===== config.mk =====
export PLATFORM = sky130hd
export DESIGN_NAME = stream_tap_flat
export DESIGN_NICKNAME = d
export VERILOG_FILES = /design/src/hdl/eth_mon_pkg.sv /design/src/hdl/eth_mon_ifs.sv /design/src/hdl/stream_tap.sv /design/src/flat_wrapper.sv
export SDC_FILE = /design/constraint.sdc
export NUM_CORES = 1
export LEC_CHECK = 0
export BUFFER_PORTS_ARGS = -buffer_cell sky130_fd_sc_hd__buf_2
export CORE_ASPECT_RATIO = 1.25
export CORE_MARGIN = 2
export CORE_UTILIZATION = 45
export DETAILED_ROUTE_END_ITERATION = 16
export PLACE_DENSITY = 0.79
export SYNTH_ARGS = -nofsm -noshare
export SYNTH_HDL_FRONTEND = slang
export SYNTH_SLANG_ARGS = --single-unit

===== constraint.sdc =====
create_clock -name i_clk_stream -period 2.6 [get_ports i_clk_stream]
set_clock_uncertainty 0.1 [all_clocks]
set_input_delay 0.52 -clock i_clk_stream [delete_from_list [all_inputs] [get_ports i_clk_stream]]
set_output_delay 0.52 -clock i_clk_stream [all_outputs]
set_load 0.1 [all_outputs]

===== src/hdl/eth_mon_pkg.sv =====
package eth_mon_pkg;

    // stream geometry, one 32-bit word per beat
    localparam int STREAM_DATA_W = 32;
    localparam int STREAM_KEEP_W = 2;

    // capture memory geometry
    localparam int BUF_DEPTH  = 1024;
    localparam int BUF_ADDR_W = 10;
    // captured length runs from 0 up to BUF_DEPTH inclusive
    localparam int CAP_LEN_W  = BUF_ADDR_W + 1;

    // host register port
    localparam int REG_ADDR_W  = 16;
    localparam int REG_DATA_W  = 40;
    localparam int REG_WIN_BIT = REG_ADDR_W - 1;

    localparam logic [REG_ADDR_W-1:0] REG_ADDR_PKT_COUNT = 16'h0000;
    localparam logic [REG_ADDR_W-1:0] REG_ADDR_TRIGGER   = 16'h0001;
    localparam logic [REG_ADDR_W-1:0] REG_ADDR_CAP_LEN   = 16'h0002;

    // one captured beat as stored in the buffer
    typedef struct packed {
        logic [STREAM_DATA_W-1:0] data;
        logic [STREAM_KEEP_W-1:0] keep;
        logic                     abort;
        logic                     last;
    } buf_row_t;

    // buffer row as seen through the register window
    typedef struct packed {
        logic [3:0] pad;
        buf_row_t   row;
    } reg_row_view_t;

    // read word is either a counter value or a buffer row
    typedef union packed {
        logic [REG_DATA_W-1:0] count;
        reg_row_view_t         row_view;
    } reg_word_u;

endpackage


===== src/hdl/eth_mon_ifs.sv =====
`timescale 1ns/1ns

// registered stream beat plus packet framing state
interface eth_stream_if;
    import eth_mon_pkg::*;

    logic [STREAM_DATA_W-1:0] data;
    logic [STREAM_KEEP_W-1:0] keep;
    logic                     valid;
    logic                     abort;
    logic                     last;
    // no packet open before the current beat
    logic                     bus_idle;

    modport src (output data, keep, valid, abort, last, bus_idle);
    modport snk (input  data, keep, valid, abort, last, bus_idle);

endinterface



===== src/hdl/stream_tap.sv =====
`timescale 1ns/1ns

module stream_tap (
    input  logic                                  i_clk_stream,
    input  logic                                  i_rst_n,
    input  logic [eth_mon_pkg::STREAM_DATA_W-1:0] i_eths_slave_data,
    input  logic [eth_mon_pkg::STREAM_KEEP_W-1:0] i_eths_slave_keep,
    input  logic                                  i_eths_slave_valid,
    input  logic                                  i_eths_slave_abort,
    input  logic                                  i_eths_slave_last,
    output logic [eth_mon_pkg::STREAM_DATA_W-1:0] o_eths_master_data,
    output logic [eth_mon_pkg::STREAM_KEEP_W-1:0] o_eths_master_keep,
    output logic                                  o_eths_master_valid,
    output logic                                  o_eths_master_abort,
    output logic                                  o_eths_master_last,
    eth_stream_if.src                             o_stream,
    output logic [eth_mon_pkg::REG_DATA_W-1:0]    o_pkt_count
);
    import eth_mon_pkg::*;

    logic [STREAM_DATA_W-1:0] data_q;
    logic [STREAM_KEEP_W-1:0] keep_q;
    logic                     valid_q;
    logic                     abort_q;
    logic                     last_q;
    logic                     bus_idle_q;
    logic [REG_DATA_W-1:0]    pkt_count_q;

    // payload of the passthrough stage
    always_ff @(posedge i_clk_stream) begin
        data_q <= i_eths_slave_data;
        keep_q <= i_eths_slave_keep;
    end

    always_ff @(posedge i_clk_stream or negedge i_rst_n) begin
        if (!i_rst_n) begin
            valid_q     <= 1'b0;
            abort_q     <= 1'b0;
            last_q      <= 1'b0;
            bus_idle_q  <= 1'b1;
            pkt_count_q <= '0;
        end else begin
            valid_q <= i_eths_slave_valid;
            abort_q <= i_eths_slave_abort;
            last_q  <= i_eths_slave_last;
            // a packet stays open until its last beat goes by
            if (valid_q) begin
                bus_idle_q <= last_q;
            end
            // saturate rather than wrap
            if (valid_q && last_q && (pkt_count_q != '1)) begin
                pkt_count_q <= pkt_count_q + 1'b1;
            end
        end
    end

    assign o_eths_master_data  = data_q;
    assign o_eths_master_keep  = keep_q;
    assign o_eths_master_valid = valid_q;
    assign o_eths_master_abort = abort_q;
    assign o_eths_master_last  = last_q;

    assign o_stream.data     = data_q;
    assign o_stream.keep     = keep_q;
    assign o_stream.valid    = valid_q;
    assign o_stream.abort    = abort_q;
    assign o_stream.last     = last_q;
    assign o_stream.bus_idle = bus_idle_q;

    assign o_pkt_count = pkt_count_q;

endmodule


===== src/flat_wrapper.sv =====
// flat-port wrapper written by rule: the top's interface ports become plain ports
module stream_tap_flat import eth_mon_pkg::*;
  (i_clk_stream, i_rst_n, i_eths_slave_data, i_eths_slave_keep, i_eths_slave_valid, i_eths_slave_abort, i_eths_slave_last, o_eths_master_data, o_eths_master_keep, o_eths_master_valid, o_eths_master_abort, o_eths_master_last, o_pkt_count, o_stream_data, o_stream_keep, o_stream_valid, o_stream_abort, o_stream_last, o_stream_bus_idle);
  eth_stream_if o_stream_i ();
  input  logic i_clk_stream;
  input  logic i_rst_n;
  input  logic [eth_mon_pkg::STREAM_DATA_W-1:0] i_eths_slave_data;
  input  logic [eth_mon_pkg::STREAM_KEEP_W-1:0] i_eths_slave_keep;
  input  logic i_eths_slave_valid;
  input  logic i_eths_slave_abort;
  input  logic i_eths_slave_last;
  output logic [eth_mon_pkg::STREAM_DATA_W-1:0] o_eths_master_data;
  output logic [eth_mon_pkg::STREAM_KEEP_W-1:0] o_eths_master_keep;
  output logic o_eths_master_valid;
  output logic o_eths_master_abort;
  output logic o_eths_master_last;
  output logic [eth_mon_pkg::REG_DATA_W-1:0] o_pkt_count;
  output wire logic [$bits(o_stream_i.data)-1:0] o_stream_data;
  output wire logic [$bits(o_stream_i.keep)-1:0] o_stream_keep;
  output wire logic [$bits(o_stream_i.valid)-1:0] o_stream_valid;
  output wire logic [$bits(o_stream_i.abort)-1:0] o_stream_abort;
  output wire logic [$bits(o_stream_i.last)-1:0] o_stream_last;
  output wire logic [$bits(o_stream_i.bus_idle)-1:0] o_stream_bus_idle;
  assign o_stream_data = o_stream_i.data;
  assign o_stream_keep = o_stream_i.keep;
  assign o_stream_valid = o_stream_i.valid;
  assign o_stream_abort = o_stream_i.abort;
  assign o_stream_last = o_stream_i.last;
  assign o_stream_bus_idle = o_stream_i.bus_idle;
  stream_tap u_core (.i_clk_stream(i_clk_stream), .i_rst_n(i_rst_n), .i_eths_slave_data(i_eths_slave_data), .i_eths_slave_keep(i_eths_slave_keep), .i_eths_slave_valid(i_eths_slave_valid), .i_eths_slave_abort(i_eths_slave_abort), .i_eths_slave_last(i_eths_slave_last), .o_eths_master_data(o_eths_master_data), .o_eths_master_keep(o_eths_master_keep), .o_eths_master_valid(o_eths_master_valid), .o_eths_master_abort(o_eths_master_abort), .o_eths_master_last(o_eths_master_last), .o_stream(o_stream_i), .o_pkt_count(o_pkt_count));
endmodule

# Word level (Yosys, flattened, before mapping)

Index checks and enable logic that the tools add are counted.

Bits in registers: 78
Latch bits: 0
RAM bits: 0
ROM bits: 0
Input bits: 39
Output and inout port bits: 115
Word-level logic and storage cells: 11
Memories: 0

Add/sub/neg operators: 1
Multiply operators: 0
Div/mod/pow operators: 0
Order comparisons: 0
Equal/unequal tests: 1
Shift-type cells: 0
Muxes and demuxes: 0
Bitwise operators: 0
Reduce and logical (&&, ||, !) cells: 2

Operators with widths:

| operator                                       | count |
|---|---|
| adder 40 x 1 -> 40 bit (second input constant) | 1 |
| inequality test 40 bit (second input constant) | 1 |
| logical AND 1 bit                              | 2 |

# Longest topological paths before layout

Depth in word-level cells: 2
Depth in mapped cells: 7
Mapped depth without buffers: 6

# Least setup slack after synthesis

Ideal clock, no wire load.

Kind: reg-to-reg
Start: register u_core.pkt_count_q[3] (netlist: u_core.o_pkt_count[3])
End: register u_core.pkt_count_q[28] (netlist: u_core.o_pkt_count[28])
Library setup time: 160 ps
Arrival: 2,550 ps
Data required time: 2,340 ps
Slack: -211 ps
Cell stages (with the launch flop): 6
Path buffers: 0
Clock period less this slack: 2,811 ps
Cells stage by stage: dfrtp_1 > nand3_2 > or4_4 > a2111oi_4 > nand3_1 > xnor2_1

Longest elaborated chain between the ends: 2
Elaborated cells on any way between the ends: 3
Classes of those cells: add/sub (1); eq/ne (1); reduce/logical (1)

Ends and longest elaborated chain:

| element                                                        | RTL line         | RTL |
|---|---|---|
| start, declared                                                | stream_tap.sv:27 | `logic [REG_DATA_W-1:0] pkt_count_q;` |
| start signal, assigned                                         | stream_tap.sv:52 | `pkt_count_q <= pkt_count_q + 1'b1;` |
| branches (longest 2 deep; another with adder 40 x 1 -> 40 bit) | -                |  |

Parallel ways; which one is timed is not known.
A chain may end at the register's enable or synchronous reset.

# Worst setup path in the final report

Start: register u_core.pkt_count_q[16] (netlist: u_core.o_pkt_count[16])
End: register u_core.pkt_count_q[29] (netlist: u_core.o_pkt_count[29])

Same word-level chain as after synthesis.

==> summary.txt <==
Run status
  – Status: completed

Timing
  – Setup Viol. Count Final: 0
  – Worst hold margin: 0.0582 ns
  – Rel. slew slack: 54.1%
  – Pins Over Slew Limit: 0
  – Period utilisation layout: 83.7%
  – Worst-Margin Slew: 0.685 ns
  – Peak Freq: 460 MHz
  – Tmin final: 2.18 ns
  – Hold Violations, Final: 0
  – RSZ-0062 raised after global routing: no

Pwr
  – P_sw: 1390 uW
  – Sw frac: 40.8%
  – Int Power: 2010 uW
  – Peak supply drop: 1.02 mV
  – Sequential power share: 40.4%
  – Total power: 3400 uW
  – Pleak: 0.00192 uW
  – Clock share of power: 28.9%
  – Pwr dens: 859 nW/um2
  – Combinational share of power: 30.7%

Clocking
  – Cts hold-fix bufs: 0
  – CTS Root Cell: clkbuf_8
  – Clock sinks: 78
  – CTS buffer count: 9
  – Worst-case clock buffer depth: 2
  – CTS clk-pin slew, worst paths: 0.08 ns
  – Post-cts resize count: 0
  – Htree depth: 3
  – Post-CTS Setup Repair Bufs: 0
  – Clock latency on the worst-skew pair: 0.34 ns
  – CTS tree: done

Logic synthesis
  – Synth cell count leaders: dfrtp_1 (43), buf_4 (37), dfxtp_1 (34), xnor2_1 (29), nand4_1 (20)
  – Cell with the most instances after synthesis: dfrtp_1
  – Mapped Nets: 303
  – Ranking of synthesized cells by area: dfrtp_1 (35%), dfxtp_1 (22%), buf_4 (9.1%)
  – Number of synthesized register bits: 78
  – Ys Warns: 0
  – Post-synthesis async set-or-reset flop share: 56.4%
  – Unique cell type count in the Yosys netlist: 33
  – Synth top area share: 35.2%
  – Post-synth top area cell: dfrtp_1
  – Synthesized area per cell: 11.6 um2
  – Register area share after synthesis: 58.3%
  – Post-Syn Area: 3060 um2
  – Prevailing post-synth register cell: dfrtp_1
  – Gate Count Post-Synth: 263
  – EDFF count, synth: 0

Drt
  – Met3 wire len: 769 um
  – DR iter-0 viols: 72
  – Metal2 WL: 3390 um
  – Remaining DRCs: 0
  – Met1 WL: 2710 um
  – Highest routing layer actually used: met4
  – Total wire length: 6930 um
  – Final ANT Viol Nets: 0
  – Wire length per cell: 14.3 um
  – Vias: 2387
  – Vias/cell: 4.92
  – Drt pass-1 iters: 4

Worst setup path
  – Crit path DAT: 2.30 ns
  – Crit-path max cell delay: 0.57 ns
  – Data required time of the worst path: 2.73 ns
  – Startpoint Class: flip-flop
  – Crit path capture type: flip-flop
  – CP Cell Sequence: nand3_1 > or4_1 > a211oi_2 > nand4_1 > xnor2_1
  – CP max-delay cell: or4_1
  – Crit-path max FO: 7
  – WS Path Type: flip-flop to flip-flop

Global routing
  – Grt total ovfl: 0
  – Global-route wire length before repair: 11000 um
  – Largest net degree at the start of global routing: 24
  – Total Routing Usage GR: 19.2%
  – Initial antenna violation count: 0
  – Vias in the first global route: 2212

Layout
  – Nets: 433
  – Post-route design area: 3960 um2
  – ANT cells: 0
  – Share of cells above drive strength 1: 53.3%
  – Fin util: 60.3%
  – Fill cells: 554
  – Post-route insts no fill: 485
  – Area growth, synth to finish: 29.5%

Floorplan
  – Starting density of the core: 46.6%
  – Row count: 33
  – Die area: 7470 um2
  – Height of the chip: 96.2 um
  – Die width: 77.7 um
  – Core footprint: 6570 um2
  – Io pins: 154

Worst hold path
  – Worst Hold Class: primary input to asynchronous set/reset pin

Placement
  – Detailed Place HPWL: 5380 um
  – Placed cell count: 469
  – GP Congestion: 0.890
  – Post-DP Area: 3730 um2
  – PortBufs: 153

Run
  – Max_cap viols: 0
## metal layers
layer  up-vias  global-route usage [%]
li1       1142                       -
met2       127                    33.4
met5         -                       0
met3         5                    8.44
met1      1113                    21.7
met4         0                    4.76
## registers in the layout (all words and copies together) (netlist names)
| name | cells |
|---|---|
| u_core.o_eths_master_data | 32 |
| u_core.o_eths_master_abort | 1 |
| u_core.o_stream.bus_idle | 1 |
| u_core.o_eths_master_keep | 2 |
| u_core.o_eths_master_last | 1 |
| u_core.o_eths_master_valid | 1 |
| u_core.o_pkt_count | 40 |
## stage by stage
stage	TNS, ns	worst slack, ns
global route	0	0.180
CTS	0	0.403
global placement	0	0.470
floorplan	-0.00410	-0.00410
detailed placement	0	0.408
finish	0	0.424
## final timing paths
kind                                     startpoint                             to  slack [ns]  cells after the start
hold / removal                              i_rst_n         u_core.o_pkt_count[13]        0.06                      1
hold reg to reg            u_core.o_stream.bus_idle       u_core.o_stream.bus_idle        0.38                      2
setup / recovery             u_core.o_pkt_count[16]         u_core.o_pkt_count[29]        0.42                      5
min in group i_clk_stream     i_eths_slave_data[29]  u_core.o_eths_master_data[29]        0.18                      1
max in group asynchronous                   i_rst_n         u_core.o_pkt_count[36]        1.82                      2
setup reg to reg             u_core.o_pkt_count[16]         u_core.o_pkt_count[29]        0.42                      5
## power by group through the flow
stage | combinational (uW) | sequential [uW] | clock (uW)
final | 1040 | 1370 | 984
after global routing | 1080 | 1390 | 1070
after CTS | 1050 | 1370 | 1010
after detailed placement | 1050 | 1400 | 0
after global placement | 1050 | 1390 | 0
after floorplan | 346 | 1950 | 0
## worst max-delay path, delay by kind of cell, from the launching register on
family	cells	cell delay (ns)
and+or+nand+nor	3	0.93
AOI/OAI and AO/OA	1	0.48
DFF	1	0.41
xor gates and xnor gates	1	0.15
## cell type report
cell class                      count  area (um2)  share of cell area [%]
Inverter                            5        18.8                   0.474
Timing Repair Buffer              157         808                    20.4
Sequential cell                    78        1820                    46.0
Multi-Input combinational cell    142         973                    24.6
Tap cell                           87         109                    2.75
Clock buffer                       14         194                    4.90
Clock inverter                      2        35.0                   0.885
## layout by cell type, fill, tap and decap left out, drive strengths merged, types with 11 or more instances in the layout
master    n
nand3    19
dfrtp    43
xnor2    29
nand2    17
buf     157
nand4    20
dfxtp    34
clkbuf   14
nor2     11
## kinds of logic after synthesis
kind of cell	Yosys count	synth area share [%]
xor gates and xnor gates	37	10.6
buffers and inverters	43	9.86
adders and majority gates	1	0.409
and+or+nand+nor	95	17.8
muxes	1	0.368
DFF	78	58.3
AOI/OAI and AO/OA	8	2.70
No activity file was read; power rests on OpenSTA's default activity.
