===== src/hdl/eth_mon_pkg.sv =====
package eth_mon_pkg;

    // stream geometry, one 32-bit word per beat
    localparam int STREAM_DATA_W = 32;
    localparam int STREAM_KEEP_W = 2;

    // capture memory geometry
    localparam int BUF_DEPTH  = 1024;
    localparam int BUF_ADDR_W = 10;
    // captured length runs from 0 up to BUF_DEPTH inclusive
    localparam int CAP_LEN_W  = BUF_ADDR_W + 1;

    // host register port
    localparam int REG_ADDR_W  = 16;
    localparam int REG_DATA_W  = 40;
    localparam int REG_WIN_BIT = REG_ADDR_W - 1;

    localparam logic [REG_ADDR_W-1:0] REG_ADDR_PKT_COUNT = 16'h0000;
    localparam logic [REG_ADDR_W-1:0] REG_ADDR_TRIGGER   = 16'h0001;
    localparam logic [REG_ADDR_W-1:0] REG_ADDR_CAP_LEN   = 16'h0002;

    // one captured beat as stored in the buffer
    typedef struct packed {
        logic [STREAM_DATA_W-1:0] data;
        logic [STREAM_KEEP_W-1:0] keep;
        logic                     abort;
        logic                     last;
    } buf_row_t;

    // buffer row as seen through the register window
    typedef struct packed {
        logic [3:0] pad;
        buf_row_t   row;
    } reg_row_view_t;

    // read word is either a counter value or a buffer row
    typedef union packed {
        logic [REG_DATA_W-1:0] count;
        reg_row_view_t         row_view;
    } reg_word_u;

endpackage


===== src/hdl/eth_mon_ifs.sv =====
`timescale 1ns/1ns

// registered stream beat plus packet framing state
interface eth_stream_if;
    import eth_mon_pkg::*;

    logic [STREAM_DATA_W-1:0] data;
    logic [STREAM_KEEP_W-1:0] keep;
    logic                     valid;
    logic                     abort;
    logic                     last;
    // no packet open before the current beat
    logic                     bus_idle;

    modport src (output data, keep, valid, abort, last, bus_idle);
    modport snk (input  data, keep, valid, abort, last, bus_idle);

endinterface

// single access port onto the capture buffer
interface buf_port_if;
    import eth_mon_pkg::*;

    logic                  req;
    logic                  we;
    logic [BUF_ADDR_W-1:0] addr;
    buf_row_t              wdata;
    logic                  gnt;
    buf_row_t              rdata;
    logic                  rvalid;

    modport req_side (
        output req, we, addr, wdata,
        input  gnt, rdata, rvalid
    );

    modport grant_side (
        input  req, we, addr, wdata,
        output gnt, rdata, rvalid
    );

endinterface


===== src/hdl/capture_ctrl.sv =====
`timescale 1ns/1ns

module capture_ctrl (
    input  logic                              i_clk_stream,
    input  logic                              i_rst_n,
    eth_stream_if.snk                         i_stream,
    buf_port_if.req_side                      o_buf,
    input  logic                              i_arm,
    output logic                              o_armed,
    output logic [eth_mon_pkg::CAP_LEN_W-1:0] o_cap_len
);
    import eth_mon_pkg::*;

    typedef enum logic [1:0] {
        ST_IDLE,
        ST_WAITING,
        ST_CAPTURING,
        ST_DONE
    } cap_state_t;

    cap_state_t           state_q;
    logic [CAP_LEN_W-1:0] row_cnt_q;
    logic [CAP_LEN_W-1:0] cap_len_q;
    logic                 start;
    logic                 beat;
    logic                 row_free;
    logic                 wr_en;

    // capture only begins on a beat that opens a new packet
    assign start    = (state_q == ST_WAITING) && i_stream.valid && i_stream.bus_idle;
    assign beat     = start || ((state_q == ST_CAPTURING) && i_stream.valid);
    // beats past the last row are dropped
    // the capture still ends on the packet's last beat
    assign row_free = (row_cnt_q < CAP_LEN_W'(BUF_DEPTH));
    assign wr_en    = beat && row_free;

    assign o_buf.req   = wr_en;
    assign o_buf.we    = wr_en;
    assign o_buf.addr  = row_cnt_q[BUF_ADDR_W-1:0];
    assign o_buf.wdata = {i_stream.data, i_stream.keep, i_stream.abort, i_stream.last};

    assign o_armed   = (state_q == ST_WAITING) || (state_q == ST_CAPTURING);
    assign o_cap_len = cap_len_q;

    always_ff @(posedge i_clk_stream or negedge i_rst_n) begin
        if (!i_rst_n) begin
            state_q   <= ST_IDLE;
            row_cnt_q <= '0;
            cap_len_q <= '0;
        end else begin
            if (wr_en) begin
                row_cnt_q <= row_cnt_q + 1'b1;
            end
            case (state_q)
                ST_IDLE: begin
                    if (i_arm) begin
                        state_q   <= ST_WAITING;
                        row_cnt_q <= '0;
                    end
                end
                ST_WAITING: begin
                    if (start) begin
                        state_q <= i_stream.last ? ST_DONE : ST_CAPTURING;
                    end
                end
                ST_CAPTURING: begin
                    if (beat && i_stream.last) begin
                        state_q <= ST_DONE;
                    end
                end
                ST_DONE: begin
                    // row count now equals the number of rows written
                    cap_len_q <= row_cnt_q;
                    if (i_arm) begin
                        state_q   <= ST_WAITING;
                        row_cnt_q <= '0;
                    end else begin
                        state_q <= ST_IDLE;
                    end
                end
                default: state_q <= ST_IDLE;
            endcase
        end
    end

    // writes are never held off by the arbiter
    a_wr_granted: assert property (@(posedge i_clk_stream) disable iff (!i_rst_n)
        o_buf.req |-> o_buf.gnt);

    // row 0 takes the opening beat of a packet and later rows stay inside that packet
    a_wr_in_capture: assert property (@(posedge i_clk_stream) disable iff (!i_rst_n)
        o_buf.req |-> ((row_cnt_q == '0) == i_stream.bus_idle));

endmodule


===== src/flat_wrapper.sv =====
// flat-port wrapper written by rule: the top's interface ports become plain ports
module capture_ctrl_flat import eth_mon_pkg::*;
  (i_clk_stream, i_rst_n, i_arm, o_armed, o_cap_len, i_stream_data, i_stream_keep, i_stream_valid, i_stream_abort, i_stream_last, i_stream_bus_idle, o_buf_req, o_buf_we, o_buf_addr, o_buf_wdata, o_buf_gnt, o_buf_rdata, o_buf_rvalid);
  eth_stream_if i_stream_i ();
  buf_port_if o_buf_i ();
  input  logic i_clk_stream;
  input  logic i_rst_n;
  input  logic i_arm;
  output logic o_armed;
  output logic [eth_mon_pkg::CAP_LEN_W-1:0] o_cap_len;
  input wire logic [$bits(i_stream_i.data)-1:0] i_stream_data;
  input wire logic [$bits(i_stream_i.keep)-1:0] i_stream_keep;
  input wire logic [$bits(i_stream_i.valid)-1:0] i_stream_valid;
  input wire logic [$bits(i_stream_i.abort)-1:0] i_stream_abort;
  input wire logic [$bits(i_stream_i.last)-1:0] i_stream_last;
  input wire logic [$bits(i_stream_i.bus_idle)-1:0] i_stream_bus_idle;
  output wire logic [$bits(o_buf_i.req)-1:0] o_buf_req;
  output wire logic [$bits(o_buf_i.we)-1:0] o_buf_we;
  output wire logic [$bits(o_buf_i.addr)-1:0] o_buf_addr;
  output wire logic [$bits(o_buf_i.wdata)-1:0] o_buf_wdata;
  input wire logic [$bits(o_buf_i.gnt)-1:0] o_buf_gnt;
  input wire logic [$bits(o_buf_i.rdata)-1:0] o_buf_rdata;
  input wire logic [$bits(o_buf_i.rvalid)-1:0] o_buf_rvalid;
  assign i_stream_i.data = i_stream_data;
  assign i_stream_i.keep = i_stream_keep;
  assign i_stream_i.valid = i_stream_valid;
  assign i_stream_i.abort = i_stream_abort;
  assign i_stream_i.last = i_stream_last;
  assign i_stream_i.bus_idle = i_stream_bus_idle;
  assign o_buf_req = o_buf_i.req;
  assign o_buf_we = o_buf_i.we;
  assign o_buf_addr = o_buf_i.addr;
  assign o_buf_wdata = o_buf_i.wdata;
  assign o_buf_i.gnt = o_buf_gnt;
  assign o_buf_i.rdata = o_buf_rdata;
  assign o_buf_i.rvalid = o_buf_rvalid;
  capture_ctrl u_core (.i_clk_stream(i_clk_stream), .i_rst_n(i_rst_n), .i_stream(i_stream_i), .o_buf(o_buf_i), .i_arm(i_arm), .o_armed(o_armed), .o_cap_len(o_cap_len));
endmodule

===== config.mk =====
export PLATFORM = sky130hd
export DESIGN_NAME = capture_ctrl_flat
export DESIGN_NICKNAME = d
export VERILOG_FILES = /design/src/hdl/eth_mon_pkg.sv /design/src/hdl/eth_mon_ifs.sv /design/src/hdl/capture_ctrl.sv /design/src/flat_wrapper.sv
export SDC_FILE = /design/constraint.sdc
export NUM_CORES = 1
export LEC_CHECK = 0
export BUFFER_PORTS_ARGS = -buffer_cell sky130_fd_sc_hd__buf_4
export CORE_MARGIN = 2
export CORE_UTILIZATION = 41
export CTS_CLUSTER_SIZE = 8
export DETAILED_ROUTE_END_ITERATION = 10
export MAX_ROUTING_LAYER = met4
export PLACE_DENSITY = 0.86
export SYNTH_ARGS = -nofsm -noshare
export SYNTH_HDL_FRONTEND = slang
export SYNTH_SLANG_ARGS = --single-unit
export TNS_END_PERCENT = 50

===== constraint.sdc =====
create_clock -name i_clk_stream -period 3.4 [get_ports i_clk_stream]
set_clock_uncertainty 0.05 [all_clocks]
set_input_delay 1.02 -clock i_clk_stream [delete_from_list [all_inputs] [get_ports i_clk_stream]]
set_output_delay 1.02 -clock i_clk_stream [all_outputs]
set_load 0.01 [all_outputs]

Word-level counts from Yosys, hierarchy flattened
Cells that the tools add are included.
Word-level totals
  register bits: 24
  bits in latches: 0
  RAM bits: 0
  ROM bits: 0
  input bits: 79
  output and inout bits: 60
  logic and storage cells: 30
  memories: 0
Operators by class
  add/sub/neg operators: 1
  multipliers: 0
  div/mod/pow operators: 0
  $lt $le $gt $ge: 1
  equality and inequality tests: 6
  shift-type cells: 0
  multiplexer cells: 9
  bitwise logic cells: 0
  reductions and logical operators: 10
Operator list (number)
  two-way mux 11 bit: 3
  adder 11 x 1 -> 11 bit, second input constant: 1
  < comparator 11 bit, second input constant: 1
  case mux 2 bit (4 select lines): 1
  two-way mux 2 bit: 3
  logical AND 1 bit: 5
  == test 2 bit, second input constant: 2
  != test 2 bit, second input constant: 2
  AND reduction 3 bit: 1
  == test 2 x 1 -> 1 bit, second input constant: 1
  logical NOT 2 bit: 1
  logical OR 1 bit: 2
  two-way mux 1 bit: 2
  != test 2 x 1 -> 1 bit, second input constant: 1
  OR reduction 2 bit: 1

Depth between registers and ports, before layout
Gate-level depths: netlist (run 1).
  depth in word-level cells: 8
  depth in mapped cells: 6
  gate-level depth less buffers: 5

Worst setup path before layout (run 1)
No wires, ideal clock.
  kind: input to output
  from: in i_stream_bus_idle
  to: out o_buf_we
  data arrival time: 1.789 ns
  data required time: 2.330 ns
  setup slack: 0.541 ns
  stages: 4
  buffers on the path: 2
  cells stage by stage: a21oi_1 > buf_2 > nor2_1 > buf_4
Between the ends
  cells in the longest elaborated chain, start to end: 3
Ends and longest elaborated chain
  start: declaration: line flat_wrapper.sv:16  | input wire logic [$bits(i_stream_i.bus_idle)-1:0] i_stream_bus_idle;
  logical AND 1 bit: line capture_ctrl.sv:30  | assign start = (state_q == ST_WAITING) && i_stream.valid && i_stream.bus_idle;
  logical OR 1 bit: line capture_ctrl.sv:31  | assign beat = start || ((state_q == ST_CAPTURING) && i_stream.valid);
  logical AND 1 bit: line capture_ctrl.sv:35  | assign wr_en = beat && row_free;
  end: declaration: line flat_wrapper.sv:18  | output wire logic [$bits(o_buf_i.we)-1:0] o_buf_we;
Every way passes these cells.

Final worst setup path (run 1)
  from: in i_stream_valid
  to: out o_buf_we
Between the ends
  cells in the longest elaborated chain, start to end: 4
  elaborated cells on any way between the ends: 5
  classes of those cells: 5 x reduce/logical
Ends and longest elaborated chain
  start: declaration: line flat_wrapper.sv:13  | input wire logic [$bits(i_stream_i.valid)-1:0] i_stream_valid;
  logical AND 1 bit (2 in series): line capture_ctrl.sv:30
  logical OR 1 bit *: line capture_ctrl.sv:31
  logical AND 1 bit *: line capture_ctrl.sv:35
Every way passes the cells marked *; elsewhere a longest branch is shown, timed or not.

==> metrics.md, run 1 <==
| Metric | Value |
|---|---|
| Status | finished clean |
| Synthesized flop and latch total | 24 |
| Max-Slew Margin vs Limit | 60.3% |
| Die height | 65.6 um |
| Storage cell area | 601 um^2 |
| Hold_buf cts | 0 |
| Nets@finish | 223 |
| Post-synth EDFFs | 0 |
| Footprint of the multi-input gates | 568 um^2 |
| Post-synth top area share | 38.6% |
| Most frequent cells in the layout | buf_4, dfrtp_1, mux2_2 |
| Number of max-slew violations in the final report | 0 |
| Crit path time final | 2.81 ns |
| Post-Route WL | 2.63 mm |
| Ys async rst share | 100% |
| CTS clk-pin slew, worst paths | 0.08 ns |
| Synth Cell Area | 1560 um^2 |
| Avg Inst Size Synth | 10.2 um^2 |
| Port-buffer cells | 30 |
| Hold Crit Class | flop to flop |
| Postcts setup bufs | 0 |
| Residual DRC | 0 |
| Cells after Synth | 153 |
| Clock latency on the worst-skew pair | 0.28 ns |
| CTS H-Tree Depth | 1 |
| Reg-to-reg critical path startpoint | u_core.state_q[1] |
| RSZ-0062 raised after global routing | no |
| Vias post-DR | 940 |
| Leading area contributor after synthesis | dfrtp_1 |
| Final hold vios | 0 |
| Largest cells by area after synthesis | dfrtp_1, buf_4, mux2_2 |
| Remaining global-route overflow | 0 |
| Fin crit share | 82.6% |
| IO Pins | 139 |
| Post-DP HPWL | 1.87 mm |
| Bufs on Longest Clock Path | 2 |
| Fill cells | 361 |
| Ant diodes | 0 |
| Netlist cell types | 25 |
| Clk sinks | 24 |
| Core box area | 3660 um^2 |
| PD cells | 650 nW/um^2 |
| Worst slew pin tran | 0.595 ns |
| CTS tree | yes |
| Share of layout cells above drive strength 1 | 35.0% |
| Synth warn | 0 |
| Initial antenna violation count | 0 |
| Hold path start | u_core.o_cap_len[1] |
| Largest net degree at the start of global routing | 25 |
| Wire per inst | 14.2 um |
| Initial Util | 42.5% |
| Syn nets | 238 |
| Seq/Total Area, Yosys | 38.6% |
| CP startpoint | i_stream_valid |
| Vias in the first global route | 941 |
| RD Place Congestion | 0.841 |
| VDD IR max | 514 uV |
| ANT nets after route | 0 |
| Die ar. | 4300 um^2 |
| DP Worst Slack | 0.595 ns |
| Final setup viols | 0 |
| Startpoint Class | primary input |
| Synth-to-layout area growth | -0.483% |
| Inserted Clock Buffers | 3 |
| Pre-Repair DR Iteration Count | 4 |
| CP Capture Type | output pin |
| 1st-iter DRT viols | 36 |
| Die width | 65.6 um |
| CP Class | primary input to output pin |
| Maximum fanout along the worst path | 13 |
| Gr usage total | 14.0% |
| Arr. time, crit path | 1.74 ns |
| Average via count per standard cell | 5.08 |
| Post_cts resized | 0 |
| Static Leak | 0.751 nW |
| Num rows | 22 |
| Max-cap violations | 0 |
| PnR worst setup slack | 0.592 ns |
| First-pass GRT wire length | 4.42 mm |
| Fmax | 0.356 GHz |
| CP required | 2.33 ns |
| Root buf cell | clkbuf_8 |
| Top FF cell, synth | dfrtp_1 |
| Setup TNS | 0 ns |
| Most common cell after layout, fill and taps aside | buf_4 |
flip-flops by register name (all words and copies together), names as in the netlist:
register,count
u_core.row_cnt_q,11
u_core.state_q,2
u_core.o_cap_len,11
cells in the mapped netlist (2+ instances only):
library cell	number
mux2_2	12
inv_1	4
nand3_1	3
nor2_1	2
o21ai_0	2
nand2_1	9
a21oi_1	8
ha_1	6
dfrtp_1	24
buf_4	47
nor4_1	3
buf_2	3
nand4b_1	2
nand2b_1	6
o31ai_1	4
or4_1	5
mux2i_1	5
path summary, 6_finish.rpt:
check	end	slack (ns)	cells after the start
setup reg to reg	u_core.row_cnt_q[6]	1.60	6
min in group asynchronous	u_core.o_cap_len[2]	0.57	1
hold / removal	u_core.o_cap_len[1]	0.46	1
hold reg to reg	u_core.o_cap_len[1]	0.46	1
max in group asynchronous	u_core.o_cap_len[8]	2.48	1
setup / recovery	o_buf_we	0.59	4
logic make-up after synthesis:
family,after synthesis,share of synthesized area [%]
buf+inv,55,24.9
simple gates,34,13.1
compound gates,17,6.68
flops,24,38.6
mux,17,11.9
fa+ha+maj,6,4.83
where the power goes:
group          internal (W)  switching [W]  leakage, nW  total [W]
clock              0.000158      0.0000979       0.0357   0.000256
sequential         0.000321      0.0000301        0.328   0.000351
combinational      0.000181       0.000217        0.387   0.000399
critical path, stage by stage:
cell	delay, ns
buf_4	0.13
nand2b_1	0.30
nor2_1	0.13
buf_4	0.16
final cells by class:
type | instances | area share [%]
flip-flops and latches | 24 | 38.8
multi-input cells | 74 | 36.7
repair buffers | 31 | 15.0
well taps | 48 | 3.88
clock buffers | 3 | 2.67
clock inverters | 1 | 1.94
inverters | 4 | 0.970
layer usage:
metal	GRT usage (%)	up-vias	part of all wire (%)
met5	-	-	0
met4	6.51	0	2.0
met3	4.28	6	8.0
met2	21.7	37	45
met1	16.6	444	45
li1	-	453	-
metrics by stage:
stage	area (um^2)	power (W)	utilization, %	hold WS, ns	cells
final	1550	0.00101	42.3	0.463	185
after global routing	1550	0.00108	42.3	0.477	185
after global placement	1480	0.000746	40.3	0.441	181
after CTS	1550	0.00102	42.3	0.469	185
after detailed placement	1480	0.000759	40.3	0.447	181
after floorplan	1560	0.000684	-	0.439	153
(Power assumes the default switching activity.)
==> run 2: changes to the inputs <==
--- a/config.mk
+++ b/config.mk
@@ -5,13 +5,14 @@
 export SDC_FILE = /design/constraint.sdc
 export NUM_CORES = 1
 export LEC_CHECK = 0
+export ABC_AREA = 1
 export BUFFER_PORTS_ARGS = -buffer_cell sky130_fd_sc_hd__buf_4
 export CORE_MARGIN = 2
-export CORE_UTILIZATION = 41
+export CORE_UTILIZATION = 37
 export CTS_CLUSTER_SIZE = 8
 export DETAILED_ROUTE_END_ITERATION = 10
 export MAX_ROUTING_LAYER = met4
-export PLACE_DENSITY = 0.86
+export PLACE_DENSITY = 0.79
 export SYNTH_ARGS = -nofsm -noshare
 export SYNTH_HDL_FRONTEND = slang
 export SYNTH_SLANG_ARGS = --single-unit
==> constraint.sdc (replaced) <==
create_clock -name i_clk_stream -period 2.7 [get_ports i_clk_stream]
set_clock_uncertainty 0.05 [all_clocks]
set_input_delay 0.81 -clock i_clk_stream [delete_from_list [all_inputs] [get_ports i_clk_stream]]
set_output_delay 0.81 -clock i_clk_stream [all_outputs]
set_load 0.01 [all_outputs]
==> run 2 against run 1 <==
Hold slack lost 0.093 ns. Combinational power rose by 61%. Clock power increased by 23%. Via count increased by 9.1%. Core utilization decreased by 3.8 points. Non-clock buffer count up 1. First-iteration DRC count up 75%. Synthesized cell count rose by 22%. Global-route usage down 1.7 points. Synthesized area fell by 1.1%. Setup slack lost 0.30 ns. Final cell count up 21%. Critical path type is now flop to output pin.
==> metrics.md, run 2 <==
| Metric | Value |
|---|---|
| Crit path time final | 2.40 ns |
| Static Leak | 0.765 nW (+1.8%) |
| Die height | 68.5 um (+4.4%) |
| Seq/Total Area, Yosys | 39.1% (+0.44 points) |
| Switching Fraction | 36.8% (+2.4 points) |
| CP Capture Type | output pin |
| Hold_buf cts | 0 (unchanged) |
| Top FF cell, synth | dfrtp_1 |
| CP max stage cell | dfrtp_1 |
| CTS clk-pin slew, worst paths | 0.09 ns (about the same) |
| Final setup viols | 0 (unchanged) |
| Die ar. | 4690 um^2 (+9.0%) |
| Residual DRC | 0 (unchanged) |
| First-pass GRT wire length | 4.15 mm (-6.0%) |
| Inst Count DP | 219 (+21%) |
| Max-cap violations | 0 (unchanged) |
| Initial antenna violation count | 0 (unchanged) |
| Die width | 68.5 um (+4.4%) |
| Synth Cell Area | 1540 um^2 (-1.1%) |
| Status | finished clean |
| RD Place Congestion | 0.768 (-8.6%) |
| Core box area | 4000 um^2 (+9.3%) |
| Ant diodes | 0 (unchanged) |
| Largest net degree at the start of global routing | 25 (unchanged) |
| Num rows | 23 (+4.5%) |
| Number of max-slew violations in the final report | 0 (unchanged) |
| Clk sinks | 24 (unchanged) |
| Worst slew pin tran | 0.491 ns (-0.104 ns) |
| Synthesized flop and latch total | 24 (unchanged) |
| Non-filler instance count after layout | 223 (+21%) |
| Post-synth top area share | 39.1% (+0.44 points) |
| Startpoint Class | flop |
| Nets@finish | 259 (+16%) |
| Remaining global-route overflow | 0 (unchanged) |
| Max-Slew Margin vs Limit | 67.3% (+7.0 points) |
| Synth warn | 0 (unchanged) |
| Most frequent cell after synthesis | buf_4 |
| CP required | 1.84 ns (-0.49 ns) |
| Flop pwr share | 35.3% (+0.4 points) |
| Fin crit share | 89.0% |
| CTS tree | yes |
| Vias post-DR | 1026 (+9.1%) |
| Largest cells by area after synthesis | dfrtp_1, buf_4, nor2_1 |
| Clock latency on the worst-skew pair | 0.27 ns (about the same) |
| Inserted Clock Buffers | 3 (unchanged) |
| Pre-Repair DR Iteration Count | 5 (+1) |
| Fill cells | 407 (+13%) |
| Setup TNS | 0 ns (unchanged) |
| Port-buffer cells | 30 (unchanged) |
| Placed Area | 1470 um^2 (-0.68%) |
| Hold Crit Class | primary input to async pin |
| Netlist cell types | 19 (-24%) |
| PD cells | 963 nW/um^2 (+48%) |
| 1st-iter DRT viols | 63 (+75%) |
| Storage cell area | 601 um^2 (unchanged) |
| RSZ-0062 raised after global routing | no |
| Avg Inst Size Synth | 8.22 um^2 (-19%) |
| Most common cell after layout, fill and taps aside | buf_4 |
| VDD IR max | 343 uV (-33%) |
| Average via count per standard cell | 4.60 (-9.5%) |
| Footprint of the multi-input gates | 507 um^2 (-11%) |
| Syn nets | 272 (+14%) |
| Share of layout cells above drive strength 1 | 24.9% (-10 points) |
| Post_cts resized | 0 (unchanged) |
| Vias in the first global route | 930 (-1.2%) |
| CP top delay family | flip-flops |
| WP buf/inv | 2 (unchanged) |
| Clk pwr share | 21.2% (-4.2 points) |
| Post-synth top cells | buf_4, nor2_1, nand2_1 |
| Maximum fanout along the worst path | 4 (-9) |
| Cell internal pwr | 0.000937 W (+42%) |
| Comb power frac | 43.5% (+3.9 points) |
| Fin area | 1540 um^2 (-0.65%) |
| NetSw | 0.000545 W (+58%) |
| CTS H-Tree Depth | 1 (unchanged) |
| ANT nets after route | 0 (unchanged) |
| Post-Route WL | 2.64 mm (+0.30%) |
| Synth-to-layout area growth | -0.000325% |
| CP max stage delay | 0.41 ns (+0.11 ns) |
| Crit-path cells | inv_1 -> ha_1 -> nand3_2 -> a21oi_2 -> buf_4 |
| CP Class | flop to output pin |
| Post-DP HPWL | 2.00 mm (+7.1%) |
| Fmax | 0.416 GHz |
| Wire per inst | 11.8 um (-17%) |
| Bufs on Longest Clock Path | 2 (unchanged) |
| IO Pins | 139 (unchanged) |
| Cells after Synth | 187 (+22%) |
| Gr usage total | 12.3% (-1.7 points) |
| Postcts setup bufs | 0 (unchanged) |
| Leading area contributor after synthesis | dfrtp_1 |
| Hold Slack | 0.369 ns (-0.0935 ns) |
| Most frequent cells in the layout | buf_4, nor2_1, nand2_1 |
| Root buf cell | clkbuf_8 |
| Ys async rst share | 100% (unchanged) |
| Arr. time, crit path | 1.54 ns (-0.20 ns) |
| Post-synth EDFFs | 0 (unchanged) |
| Final hold vios | 0 (unchanged) |
| Initial Util | 38.4% (-4.0 points) |
-- run 2: cell types whose count changed after synthesis, sizes merged, moves of 5 or more --
cell / change
a21oi: +8
mux2i: -5
mux2: -8
nand2: +18
or4: -5
inv: +10
nand2b: -6
nor2: +26
-- run 2: final timing paths --
path,from,to,slack [ns],cells after the start
worst max-delay path,u_core.state_q[1],o_buf_we,0.30,5
worst min-delay path,i_rst_n,u_core.o_cap_len[4],0.37,1
worst max register to register,u_core.state_q[1],u_core.row_cnt_q[8],0.98,8
worst min register to register,u_core.o_cap_len[7],u_core.o_cap_len[7],0.47,1
max in group asynchronous,i_rst_n,u_core.o_cap_len[7],1.99,1
min in group i_clk_stream,u_core.o_cap_len[7],u_core.o_cap_len[7],0.47,1
-- run 2: power by group through the flow --
stage | Clock (W) | Sequential (W) | Combinational [W]
6_report | 0.000314 | 0.000523 | 0.000644
5_1_grt | 0.000336 | 0.000540 | 0.000737
4_1_cts | 0.000326 | 0.000526 | 0.000653
3_5_place_dp | 0 | 0.000533 | 0.000649
3_3_place_gp | 0 | 0.000530 | 0.000633
2_1_floorplan | 0 | 0.000548 | 0.000455
-- run 2: per-stage QoR --
step           setup WS [ns]  util, %  power [W]
2_1_floorplan          0.473        -    0.00100
3_3_place_gp           0.447     36.7    0.00116
3_5_place_dp           0.432     36.7    0.00118
4_1_cts                0.265     38.4    0.00150
5_1_grt                0.172     38.4    0.00161
6_report               0.296     38.4    0.00148
-- run 2: cell type report --
cell class                 count  area share, %
inverter                      15           3.66
clock inverter                 1           1.95
timing repair buffer          32           15.6
tap                           50           4.07
clock buffer                   3           2.69
multi-input combinational     98           33.0
sequential                    24           39.1
-- run 2: cell families after synthesis --
group	after synthesis	synth area share, %
buffers and inverters	65	28.0
and+or+nand+nor	65	17.4
DFF	24	39.1
AOI/OAI and AO/OA	23	7.73
adders and majority gates	6	4.88
muxes	4	2.93
-- run 2: per-layer routing --
layer	track usage, %	share of wire (%)	wire length (um)
met1	15.2	45	1200
met4	3.75	2.0	54
met5	-	0	0
met3	3.62	7.5	197
met2	19.4	45	1190
